===== config.mk =====
export PLATFORM = sky130hd
export DESIGN_NAME = iopage
export DESIGN_NICKNAME = d
export VERILOG_FILES = /design/src/design/iopage_pkg.sv /design/src/design/clk_regs.sv /design/src/design/iopage.sv /design/src/design/iopage_mux.sv /design/src/design/sr_regs.sv
export SDC_FILE = /design/constraint.sdc
export NUM_CORES = 1
export LEC_CHECK = 0
export BUFFER_PORTS_ARGS = -buffer_cell sky130_fd_sc_hd__buf_2
export CORE_AREA = 2 2 61 63
export DETAILED_ROUTE_END_ITERATION = 8
export DIE_AREA = 0 0 63 65
export HOLD_SLACK_MARGIN = 0.1
export PLACE_DENSITY = 0.76
export SETUP_SLACK_MARGIN = 0.15
export SLEW_MARGIN = 5
export SYNTH_ARGS = -nofsm -noshare
export SYNTH_HDL_FRONTEND = slang
export SYNTH_SLANG_ARGS = --single-unit

===== constraint.sdc =====
create_clock -name clk -period 2.1 [get_ports clk]
set_input_delay 0.525 -clock clk [delete_from_list [all_inputs] [get_ports clk]]
set_output_delay 0.525 -clock clk [all_outputs]
set_load 0.03 [all_outputs]

===== src/design/iopage_pkg.sv =====
// offsets are 13-bit octal page offsets; device decode ignores bit 0,
// which only selects the byte lane of a byte write
package iopage_pkg;

   localparam int IOP_AW = 13;
   localparam int IOP_DW = 16;

   localparam logic [IOP_AW-1:0] LKS_OFFSET = 13'o7546;
   localparam logic [IOP_AW-1:0] SR_OFFSET  = 13'o7570;

   localparam logic [7:0] LKS_VECTOR  = 8'o100;
   localparam int         LKS_IPL_BIT = 6;

   typedef enum logic [1:0] {dev_none, dev_lks, dev_sr} iop_dev_e;

   typedef enum logic [1:0] {op_idle, op_read, op_write_word, op_write_byte} iop_op_e;

   // read wins if the cpu ever drives both strobes
   function automatic iop_op_e iop_op(input logic rd, input logic wr, input logic byte_op);
      iop_op_e op;
      if (rd)
         op = op_read;
      else if (wr && byte_op)
         op = op_write_byte;
      else if (wr)
         op = op_write_word;
      else
         op = op_idle;
      return op;
   endfunction

endpackage


===== src/design/clk_regs.sv =====
`timescale 1ns/100ps
// line-clock status register; only bit 7 (monitor) and bit 6 (enable) exist
// line_tick must be a one-cycle strobe already in the clk domain
module clk_regs
   import iopage_pkg::*;
#(
   parameter logic [IOP_AW-1:0] OFFSET = LKS_OFFSET,
   parameter logic [7:0]        VECTOR = LKS_VECTOR
)
(
   input  logic              clk,
   input  logic              arst_n,
   input  logic [IOP_AW-1:0] iopage_addr,
   input  logic [IOP_DW-1:0] data_in,
   input  logic              iopage_rd,
   input  logic              iopage_wr,
   input  logic              iopage_byte_op,
   input  logic              line_tick,
   input  logic              interrupt_ack,
   output logic [IOP_DW-1:0] rdata,
   output logic              decode,
   output logic              interrupt,
   output logic [7:0]        vector
);

   iop_op_e op;
   logic    hit;
   logic    wr_lo;
   logic    monitor;
   logic    enable;
   logic    request;

   assign op  = iop_op(iopage_rd, iopage_wr, iopage_byte_op);
   assign hit = iopage_addr[IOP_AW-1:1] == OFFSET[IOP_AW-1:1];

   assign decode = hit && (op != op_idle);

   // both status bits sit in the low byte, high byte writes are dropped
   assign wr_lo = decode &&
                  ((op == op_write_word) || ((op == op_write_byte) && !iopage_addr[0]));

   always_ff @(posedge clk or negedge arst_n)
   begin
      if (!arst_n)
      begin
         monitor <= 1'b0;
         enable  <= 1'b0;
      end
      else
      begin
         // tick wins over a software write
         if (line_tick)
            monitor <= 1'b1;
         else if (wr_lo)
            monitor <= data_in[7];
         if (wr_lo)
            enable <= data_in[6];
      end
   end

   // pending request, a tick beats an ack in the same cycle
   always_ff @(posedge clk or negedge arst_n)
   begin
      if (!arst_n)
         request <= 1'b0;
      else if (wr_lo && !data_in[6])
         request <= 1'b0;
      else if (line_tick && enable)
         request <= 1'b1;
      else if (interrupt_ack)
         request <= 1'b0;
   end

   assign rdata = decode ? {{(IOP_DW-8){1'b0}}, monitor, enable, 6'b00_0000} : '0;

   assign interrupt = request;
   assign vector    = request ? VECTOR : 8'h00;

   req_needs_enable: assert property (@(posedge clk) disable iff (!arst_n)
      request |-> enable)
      else $error("line clock request pending with enable clear");

   rd_wr_exclusive: assert property (@(posedge clk) disable iff (!arst_n)
      !(iopage_rd && iopage_wr))
      else $error("read and write strobes high together");

endmodule


===== src/design/iopage.sv =====
`timescale 1ns/100ps
// i/o page top; the cpu has already qualified the top 8 KB, only address[12:0]
// is decoded. accesses are level strobes and reads return data in the same cycle
module iopage
   import iopage_pkg::*;
#(
   parameter logic [IOP_AW-1:0] LKS_OFFSET_P = LKS_OFFSET,
   parameter logic [IOP_AW-1:0] SR_OFFSET_P  = SR_OFFSET,
   parameter logic [7:0]        LKS_VECTOR_P = LKS_VECTOR
)
(
   input  logic              clk,
   input  logic              arst_n,
   input  logic [21:0]       address,
   input  logic [IOP_DW-1:0] data_in,
   input  logic              iopage_rd,
   input  logic              iopage_wr,
   input  logic              iopage_byte_op,
   input  logic [7:0]        ack_ipl,
   input  logic [IOP_DW-1:0] switches,
   input  logic              line_tick,
   output logic [IOP_DW-1:0] data_out,
   output logic              no_decode,
   output logic              interrupt,
   output logic [7:0]        interrupt_ipl,
   output logic [7:0]        vector,
   output logic [IOP_DW-1:0] display
);

   logic [IOP_AW-1:0] iopage_addr;
   logic              lks_decode;
   logic [IOP_DW-1:0] lks_rdata;
   logic              lks_interrupt;
   logic [7:0]        lks_vector;
   logic              sr_decode;
   logic [IOP_DW-1:0] sr_rdata;

   assign iopage_addr = address[IOP_AW-1:0];

   clk_regs #(
      .OFFSET (LKS_OFFSET_P),
      .VECTOR (LKS_VECTOR_P)
   ) i_clk_regs (
      .clk            (clk),
      .arst_n         (arst_n),
      .iopage_addr    (iopage_addr),
      .data_in        (data_in),
      .iopage_rd      (iopage_rd),
      .iopage_wr      (iopage_wr),
      .iopage_byte_op (iopage_byte_op),
      .line_tick      (line_tick),
      .interrupt_ack  (ack_ipl[LKS_IPL_BIT]),
      .rdata          (lks_rdata),
      .decode         (lks_decode),
      .interrupt      (lks_interrupt),
      .vector         (lks_vector)
   );

   sr_regs #(
      .OFFSET (SR_OFFSET_P)
   ) i_sr_regs (
      .clk            (clk),
      .arst_n         (arst_n),
      .iopage_addr    (iopage_addr),
      .data_in        (data_in),
      .iopage_rd      (iopage_rd),
      .iopage_wr      (iopage_wr),
      .iopage_byte_op (iopage_byte_op),
      .switches       (switches),
      .rdata          (sr_rdata),
      .decode         (sr_decode),
      .display        (display)
   );

   iopage_mux i_iopage_mux (
      .iopage_rd     (iopage_rd),
      .iopage_wr     (iopage_wr),
      .lks_decode    (lks_decode),
      .lks_rdata     (lks_rdata),
      .sr_decode     (sr_decode),
      .sr_rdata      (sr_rdata),
      .lks_interrupt (lks_interrupt),
      .lks_vector    (lks_vector),
      .data_out      (data_out),
      .no_decode     (no_decode),
      .interrupt     (interrupt),
      .interrupt_ipl (interrupt_ipl),
      .vector        (vector)
   );

endmodule


===== src/design/iopage_mux.sv =====
`timescale 1ns/100ps
// read data select, no_decode and interrupt merge for the i/o page
// the line clock is the only interrupt source, at level 6
module iopage_mux
   import iopage_pkg::*;
(
   input  logic              iopage_rd,
   input  logic              iopage_wr,
   input  logic              lks_decode,
   input  logic [IOP_DW-1:0] lks_rdata,
   input  logic              sr_decode,
   input  logic [IOP_DW-1:0] sr_rdata,
   input  logic              lks_interrupt,
   input  logic [7:0]        lks_vector,
   output logic [IOP_DW-1:0] data_out,
   output logic              no_decode,
   output logic              interrupt,
   output logic [7:0]        interrupt_ipl,
   output logic [7:0]        vector
);

   iop_dev_e dev;

   // which device claimed this access
   always_comb
   begin
      if (lks_decode)
         dev = dev_lks;
      else if (sr_decode)
         dev = dev_sr;
      else
         dev = dev_none;
   end

   always_comb
   begin
      case (dev)
         dev_lks: data_out = lks_rdata;
         dev_sr:  data_out = sr_rdata;
         default: data_out = '0;
      endcase
   end

   assign no_decode = (iopage_rd || iopage_wr) && (dev == dev_none);

   // one bit per priority level, highest level at the top
   always_comb
   begin
      interrupt_ipl = 8'h00;
      interrupt_ipl[LKS_IPL_BIT] = lks_interrupt;
   end

   assign interrupt = |interrupt_ipl;

   // vector of the highest pending level
   always_comb
   begin
      if (interrupt_ipl[LKS_IPL_BIT])
         vector = lks_vector;
      else
         vector = 8'h00;
   end

   // offsets overlapping would mean two devices drive the bus
   always_comb
   begin
      if (iopage_rd || iopage_wr)
      begin
         one_claim: assert ($onehot0({lks_decode, sr_decode}))
            else $error("more than one device decoded, %s selected", dev.name());
      end
   end

endmodule


===== src/design/sr_regs.sv =====
`timescale 1ns/100ps
// switch register on read, display register on write at the same offset
// the display register cannot be read back, display is its only view
module sr_regs
   import iopage_pkg::*;
#(
   parameter logic [IOP_AW-1:0] OFFSET = SR_OFFSET
)
(
   input  logic              clk,
   input  logic              arst_n,
   input  logic [IOP_AW-1:0] iopage_addr,
   input  logic [IOP_DW-1:0] data_in,
   input  logic              iopage_rd,
   input  logic              iopage_wr,
   input  logic              iopage_byte_op,
   input  logic [IOP_DW-1:0] switches,
   output logic [IOP_DW-1:0] rdata,
   output logic              decode,
   output logic [IOP_DW-1:0] display
);

   iop_op_e op;
   logic    hit;
   logic    wr_lo;
   logic    wr_hi;

   assign op  = iop_op(iopage_rd, iopage_wr, iopage_byte_op);
   assign hit = iopage_addr[IOP_AW-1:1] == OFFSET[IOP_AW-1:1];

   assign decode = hit && (op != op_idle);

   // byte lane from address bit 0
   assign wr_lo = decode &&
                  ((op == op_write_word) || ((op == op_write_byte) && !iopage_addr[0]));
   assign wr_hi = decode &&
                  ((op == op_write_word) || ((op == op_write_byte) && iopage_addr[0]));

   always_ff @(posedge clk or negedge arst_n)
   begin
      if (!arst_n)
         display <= '0;
      else
      begin
         if (wr_lo)
            display[7:0] <= data_in[7:0];
         // high byte always comes from the upper data lane
         if (wr_hi)
            display[15:8] <= data_in[15:8];
      end
   end

   assign rdata = decode ? switches : '0;

   rd_wr_exclusive: assert property (@(posedge clk) disable iff (!arst_n)
      !(iopage_rd && iopage_wr))
      else $error("read and write strobes high together");

endmodule


==> results of run 1 <==
[cell usage in the layout (no fill, tap or decap)]
cell type,n
nand2_1,2
nand3_4,2
and2_4,14
nor3_2,1
nor3_1,1
and4_4,1
dfrtp_1,19
mux2_2,15
or2b_1,1
a22oi_1,3
mux2i_1,1
buf_6,19
conb_1,14
and4b_1,1
buf_4,11
o21a_1,1
a21oi_1,3
nand4_1,1
nor2_1,3
clkbuf_1,1
nor2b_1,1
clkbuf_4,3
nor3b_2,1
and3_2,1
mux2_1,1
mux2_4,1
nor2_2,1
nor3_4,2
buf_2,69
inv_1,3
[timing repair]
action / CTS / global route
setup endpoints to repair: 17 / 17
hold buffers: 0 / 0
setup buffers: 3 / 2
cloned: 1 / 0
pin swaps: 16 / 6
gates resized for setup: 48 / 6
[worst min path at each step]
stage / startpoint / to / slack [ns]
4_1_cts: arst_n / i_sr_regs.display[2] / 0.16
6_report: arst_n / i_sr_regs.display[9] / 0.15
3_3_place_gp: arst_n / i_sr_regs.display[9] / 0.48
3_5_place_dp: arst_n / i_sr_regs.display[9] / 0.48
5_1_grt: arst_n / i_sr_regs.display[9] / 0.16
2_1_floorplan: arst_n / i_clk_regs.enable / 0.23
[state kept, by name, summed over array words and instances (netlist names)]
name,count
i_sr_regs.display,16
i_clk_regs.monitor,1
i_clk_regs.enable,1
i_clk_regs.interrupt,1
[kinds of logic (layout without fill, tap and decap cells)]
group	after synthesis	count (layout)	synth area share, %
AO/OA/AOI/OAI	7	7	4.07
buffers and inverters	20	106	12.6
flip-flops	19	19	43.0
multiplexers	18	18	18.6
other	1	14	0.339
AND/OR/NAND/NOR	33	33	21.5
[worst max-delay path, cell delays in order]
cell and delay (ns):
buf_6 0.09, and4b_1 0.26, nand4_1 0.15, nor3b_2 0.22, buf_4 0.18, and2_4 0.15, buf_6 0.13
[area by class of cell]
type / count / area, um^2
fillers: 312 / 1690
flip-flops and latches: 19 / 475
repair buffers: 99 / 642
clock buffers: 4 / 26.3
inverters: 3 / 11.3
multi-input cells: 72 / 594
well taps: 48 / 60.1
[power breakdown]
group,switching [uW],total (uW),internal (uW)
Combinational,74.1,122,47.8
Sequential,0.318,367,366
Clock,99.7,173,73.7
Total,174,662,488
[routing by layer]
metal  global-route usage [%]  vias up  routed length, um
met4                     5.00        0                 14
met2                     27.3       76               1510
li1                         -      503                  -
met3                     4.86        2                373
met1                     16.0      487               1090
met5                        0        -                  0
[through the flow]
stage / worst slack, ns / TNS, ns / utilization, % / cells
finish: -0.122 / -1.56 / 51.8 / 245
global route: -0.206 / -2.93 / 51.8 / 245
CTS: -0.145 / -2.05 / 50.8 / 243
detailed placement: -0.184 / -2.23 / 45.5 / 235
global placement: -0.148 / -1.75 / 45.5 / 235
floorplan: -0.0908 / -0.182 / - / 111
==> metrics.md, run 1 <==
| Metric | Value |
|---|---|
| Rows | `22` |
| Min cycle time layout | `2.22 ns` |
| Flops & latches, synth | `19` |
| CTS Buf Count | `3` |
| Root Buffer | `clkbuf_4` |
| Starting Density | `31.6%` |
| Crit path capture type | `output port` |
| List of most frequent post-synthesis cells | `19 x dfrtp_1, 17 x buf_4, 15 x mux2_2, 14 x and2_1, 4 x nor2_1` |
| Reg2Reg Capture Point | `i_sr_regs.display[14]` |
| Post-synth top area cell | `dfrtp_1` |
| Pin count of the biggest net entering global routing | `20` |
| Worst r2r path cells | `1` |
| P_leak | `0.00104 uW` |
| Setup crit end | `data_out[0]` |
| Setup-failing EPs final | `16` |
| Clock transition at path regs | `0.10 ns` |
| Pre-antenna DRT Iters | `2` |
| Netlist cell types | `24` |
| # port buffers | `87` |
| Prevailing post-synth register cell | `dfrtp_1` |
| Max_cap viols | `0` |
| FMAX | `450 MHz` |
| Clk buf depth | `2` |
| Worst Path Max Fanout | `7` |
| Post-route design area | `1810 um^2` |
| Antenna Cells | `0` |
| Hold crit path type | `primary input to asynchronous set/reset pin` |
| Most common cell in the synthesized netlist | `dfrtp_1` |
| Total power | `662 uW` |
| Mapped cell area | `1110 um^2` |
| Hold slack | `0.154 ns` |
| Worst-skew pair later-pin latency | `0.28 ns` |
| Area contributors post-synth | `dfrtp_1 43%, mux2_2 15%, buf_4 12%` |
| Die footprint | `4100 um^2` |
| Status | `complete, but fails checks` |
| Post-DP Area | `1590 um^2` |
| Vias | `1068` |
| Number of global-route vias before repair | `1066` |
| H-tree Lvls | `1` |
| Post-Route Skew | `0.000356 ns` |
| Reg-to-reg startpoint | `i_sr_regs.display[14]` |
| CP Launch Type | `primary input` |
| Core area | `3500 um^2` |
| Setup WS post-layout | `-0.122 ns` |
| Critical Path RT | `1.57 ns` |
| Initial antenna violation count | `0` |
| Final period utilization | `106%` |
| Clock Sink Count | `19` |
| Slew Viols, Final | `0` |
| First-pass GRT wire length | `4840 um` |
| Area Growth Syn to Fin | `63.6%` |
| Share of cells above drive strength 1 | `71.6%` |
| Vias/cell | `4.36` |
| Final WL | `2990 um` |
| Overflow after GRT | `0` |
| Synth top area share | `43.0%` |
| Placed wire-length estimate | `2240 um` |
| Drt wl/cell | `12.2 um` |
| Failing checks | `setup timing` |
| Sequential fraction of the synthesis area | `43.0%` |
| VDD IR max | `305 uV` |
| Post-route antenna net violation count | `0` |
| CTS tree | `built` |
| Worst Path Class, Setup | `primary input to output port` |
| PD cells | `366 nW/um^2` |
| Drc violations | `0` |
| Final Hold Vio Count | `0` |
| Post-synthesis cell count | `98` |
| EDFF count, synth | `0` |
| Final net count | `266` |
| CP startpoint | `address[7]` |
| Mean Syn Cell Area | `11.3 um^2` |
| RSZ-0062 raised after global routing | `yes` |
| DR iter-0 viols | `16` |
| Die W | `63 um` |
| Top Ports | `118` |
| Die Height | `65 um` |
| Asr flop ratio synth | `100%` |
| R2r setup slk | `1.30 ns` |
| Arrival time worst endpoint | `1.70 ns` |
| Yosys warnings | `0` |
| GPL Wtd Cong | `0.642` |
| GR Util All Layers | `14.9%` |
Power figures use the tool's default switching activity.
==> inputs of run 2 (changes only) <==
--- a/config.mk
+++ b/config.mk
@@ -16,3 +16,4 @@
 export SYNTH_ARGS = -nofsm -noshare
 export SYNTH_HDL_FRONTEND = slang
 export SYNTH_SLANG_ARGS = --single-unit
+export TNS_END_PERCENT = 5
==> metrics.md, run 2 (same netlist as run 1, synthesis figures left out) <==
| Metric | Value |
|---|---|
| Status | `complete, but fails checks` |
| Failing checks | `setup timing` |
| Rows | `22` |
| Most frequent cells in the layout | `69 x buf_2, 19 x dfrtp_1, 17 x buf_6` |
| Worst-skew pair later-pin latency | `0.29 ns` |
| Placed wire-length estimate | `2330 um` |
| Clk buf depth | `2` |
| # port buffers | `87` |
| Reg-to-reg startpoint | `i_sr_regs.display[7]` |
| P_leak | `0.000991 uW` |
| Max_cap viols | `0` |
| CTS Buf Count | `3` |
| Slew Viols, Final | `0` |
| Share of cells above drive strength 1 | `64.1%` |
| Starting Density | `31.6%` |
| VDD IR max | `374 uV` |
| CP Launch Type | `primary input` |
| Number of global-route vias before repair | `1068` |
| H-tree Lvls | `1` |
| Post-route antenna net violation count | `0` |
| Sum Neg Setup Slack | `-1.26 ns` |
| Hold crit path type | `primary input to asynchronous set/reset pin` |
| DR iter-0 viols | `13` |
| Final Hold Vio Count | `0` |
| GPL Wtd Cong | `0.697` |
| Top Ports | `118` |
| Setup-failing EPs final | `16` |
| GR Util All Layers | `14.8%` |
| Setup WS post-layout | `-0.109 ns` |
| Min cycle time layout | `2.21 ns` |
| Vias | `1031` |
| Arrival time worst endpoint | `1.68 ns` |
| CP startpoint | `address[7]` |
| Root Buffer | `clkbuf_4` |
| Antenna Cells | `0` |
| Overflow after GRT | `0` |
| Post-Route Skew | `0.0000898 ns` |
| Die Height | `65 um` |
| CTS tree | `built` |
| First-pass GRT wire length | `4760 um` |
| Clock Sink Count | `19` |
| Largest Register | `i_sr_regs.display` |
| Pin count of the biggest net entering global routing | `20` |
| Die W | `63 um` |
| Area Growth Syn to Fin | `56.8%` |
| Worst Path Class, Setup | `primary input to output port` |
| Critical Path RT | `1.57 ns` |
| Clock transition at path regs | `0.10 ns` |
| Drt wl/cell | `12.4 um` |
| RSZ-0062 raised after global routing | `yes` |
| Crit path capture type | `output port` |
| Drc violations | `0` |
| Final Core Density | `49.6%` |
| Die footprint | `4100 um^2` |
| Vias/cell | `4.30` |
| FMAX | `453 MHz` |
| Pre-antenna DRT Iters | `3` |
| Worst Path Max Fanout | `14` |
| Commonest non-fill, non-tap cell in the layout | `buf_2` |
| Final period utilization | `105%` |
| Max reg flops | `16` |
| Final net count | `261` |
| PD cells | `382 nW/um^2` |
| Initial antenna violation count | `0` |
| Final WL | `2980 um` |
| Core area | `3500 um^2` |
| Fill cells | `327` |
## run 2: power by group
group,total [uW],switching [uW],internal [uW]
registers,367,0.337,366
logic,117,72.0,44.9
clock network,179,105,73.9
total,662,177,485
## run 2: critical path, cell delays in order
cell	delay, ns
buf_6	0.09
and4b_1	0.26
nand4_1	0.14
nor3b_2	0.21
buf_6	0.16
and2_1	0.16
buf_6	0.14
## run 2: metrics by stage
stage	cells	hold WS, ns	total power [uW]	area (um^2)	setup slack [ns]
3_5_place_dp	235	0.482	486	1570	-0.167
6_report	240	0.152	662	1730	-0.109
2_1_floorplan	111	0.229	444	1150	-0.0908
5_1_grt	240	0.162	703	1730	-0.171
4_1_cts	239	0.156	670	1710	-0.131
3_3_place_gp	235	0.471	484	1570	-0.170
## run 2: layout make-up
type	instances	area, um^2	share of cell area [%]
clock buffer	4	26.3	1.52
inverter	3	11.3	0.649
multi-input combinational	72	564	32.5
sequential	19	475	27.4
tap	48	60.1	3.46
timing repair buffer	94	597	34.4
## run 2: per-layer routing
metal  vias to the layer above  GRT usage, %  part of all wire [%]
li1                        489             -                     -
met1                       465          16.4                    39
met2                        73          26.7                    48
met3                         4          4.34                    12
met4                         0          5.83                   1.2
met5                         -             0                     0
## run 2: path summary, 6_finish.rpt
| kind | end | slack (ns) | cells after the start |
|---|---|---|---|
| worst max-delay path | data_out[0] | -0.11 | 7 |
| worst min-delay path | i_sr_regs.display[11] | 0.15 | 1 |
| worst max register to register | i_sr_regs.display[7] | 1.31 | 1 |
| worst min register to register | i_sr_regs.display[14] | 0.50 | 1 |
| max in group asynchronous | i_sr_regs.display[5] | 1.66 | 1 |
| min in group clk | i_sr_regs.display[14] | 0.44 | 2 |
## run 2: timing repair
action	CTS	global route
resized for setup	34	6
endpoints found under the hold margin	0	0
pin swaps	2	2
hold buffers	0	0
setup endpoints to repair	17	17
setup buffers	0	1
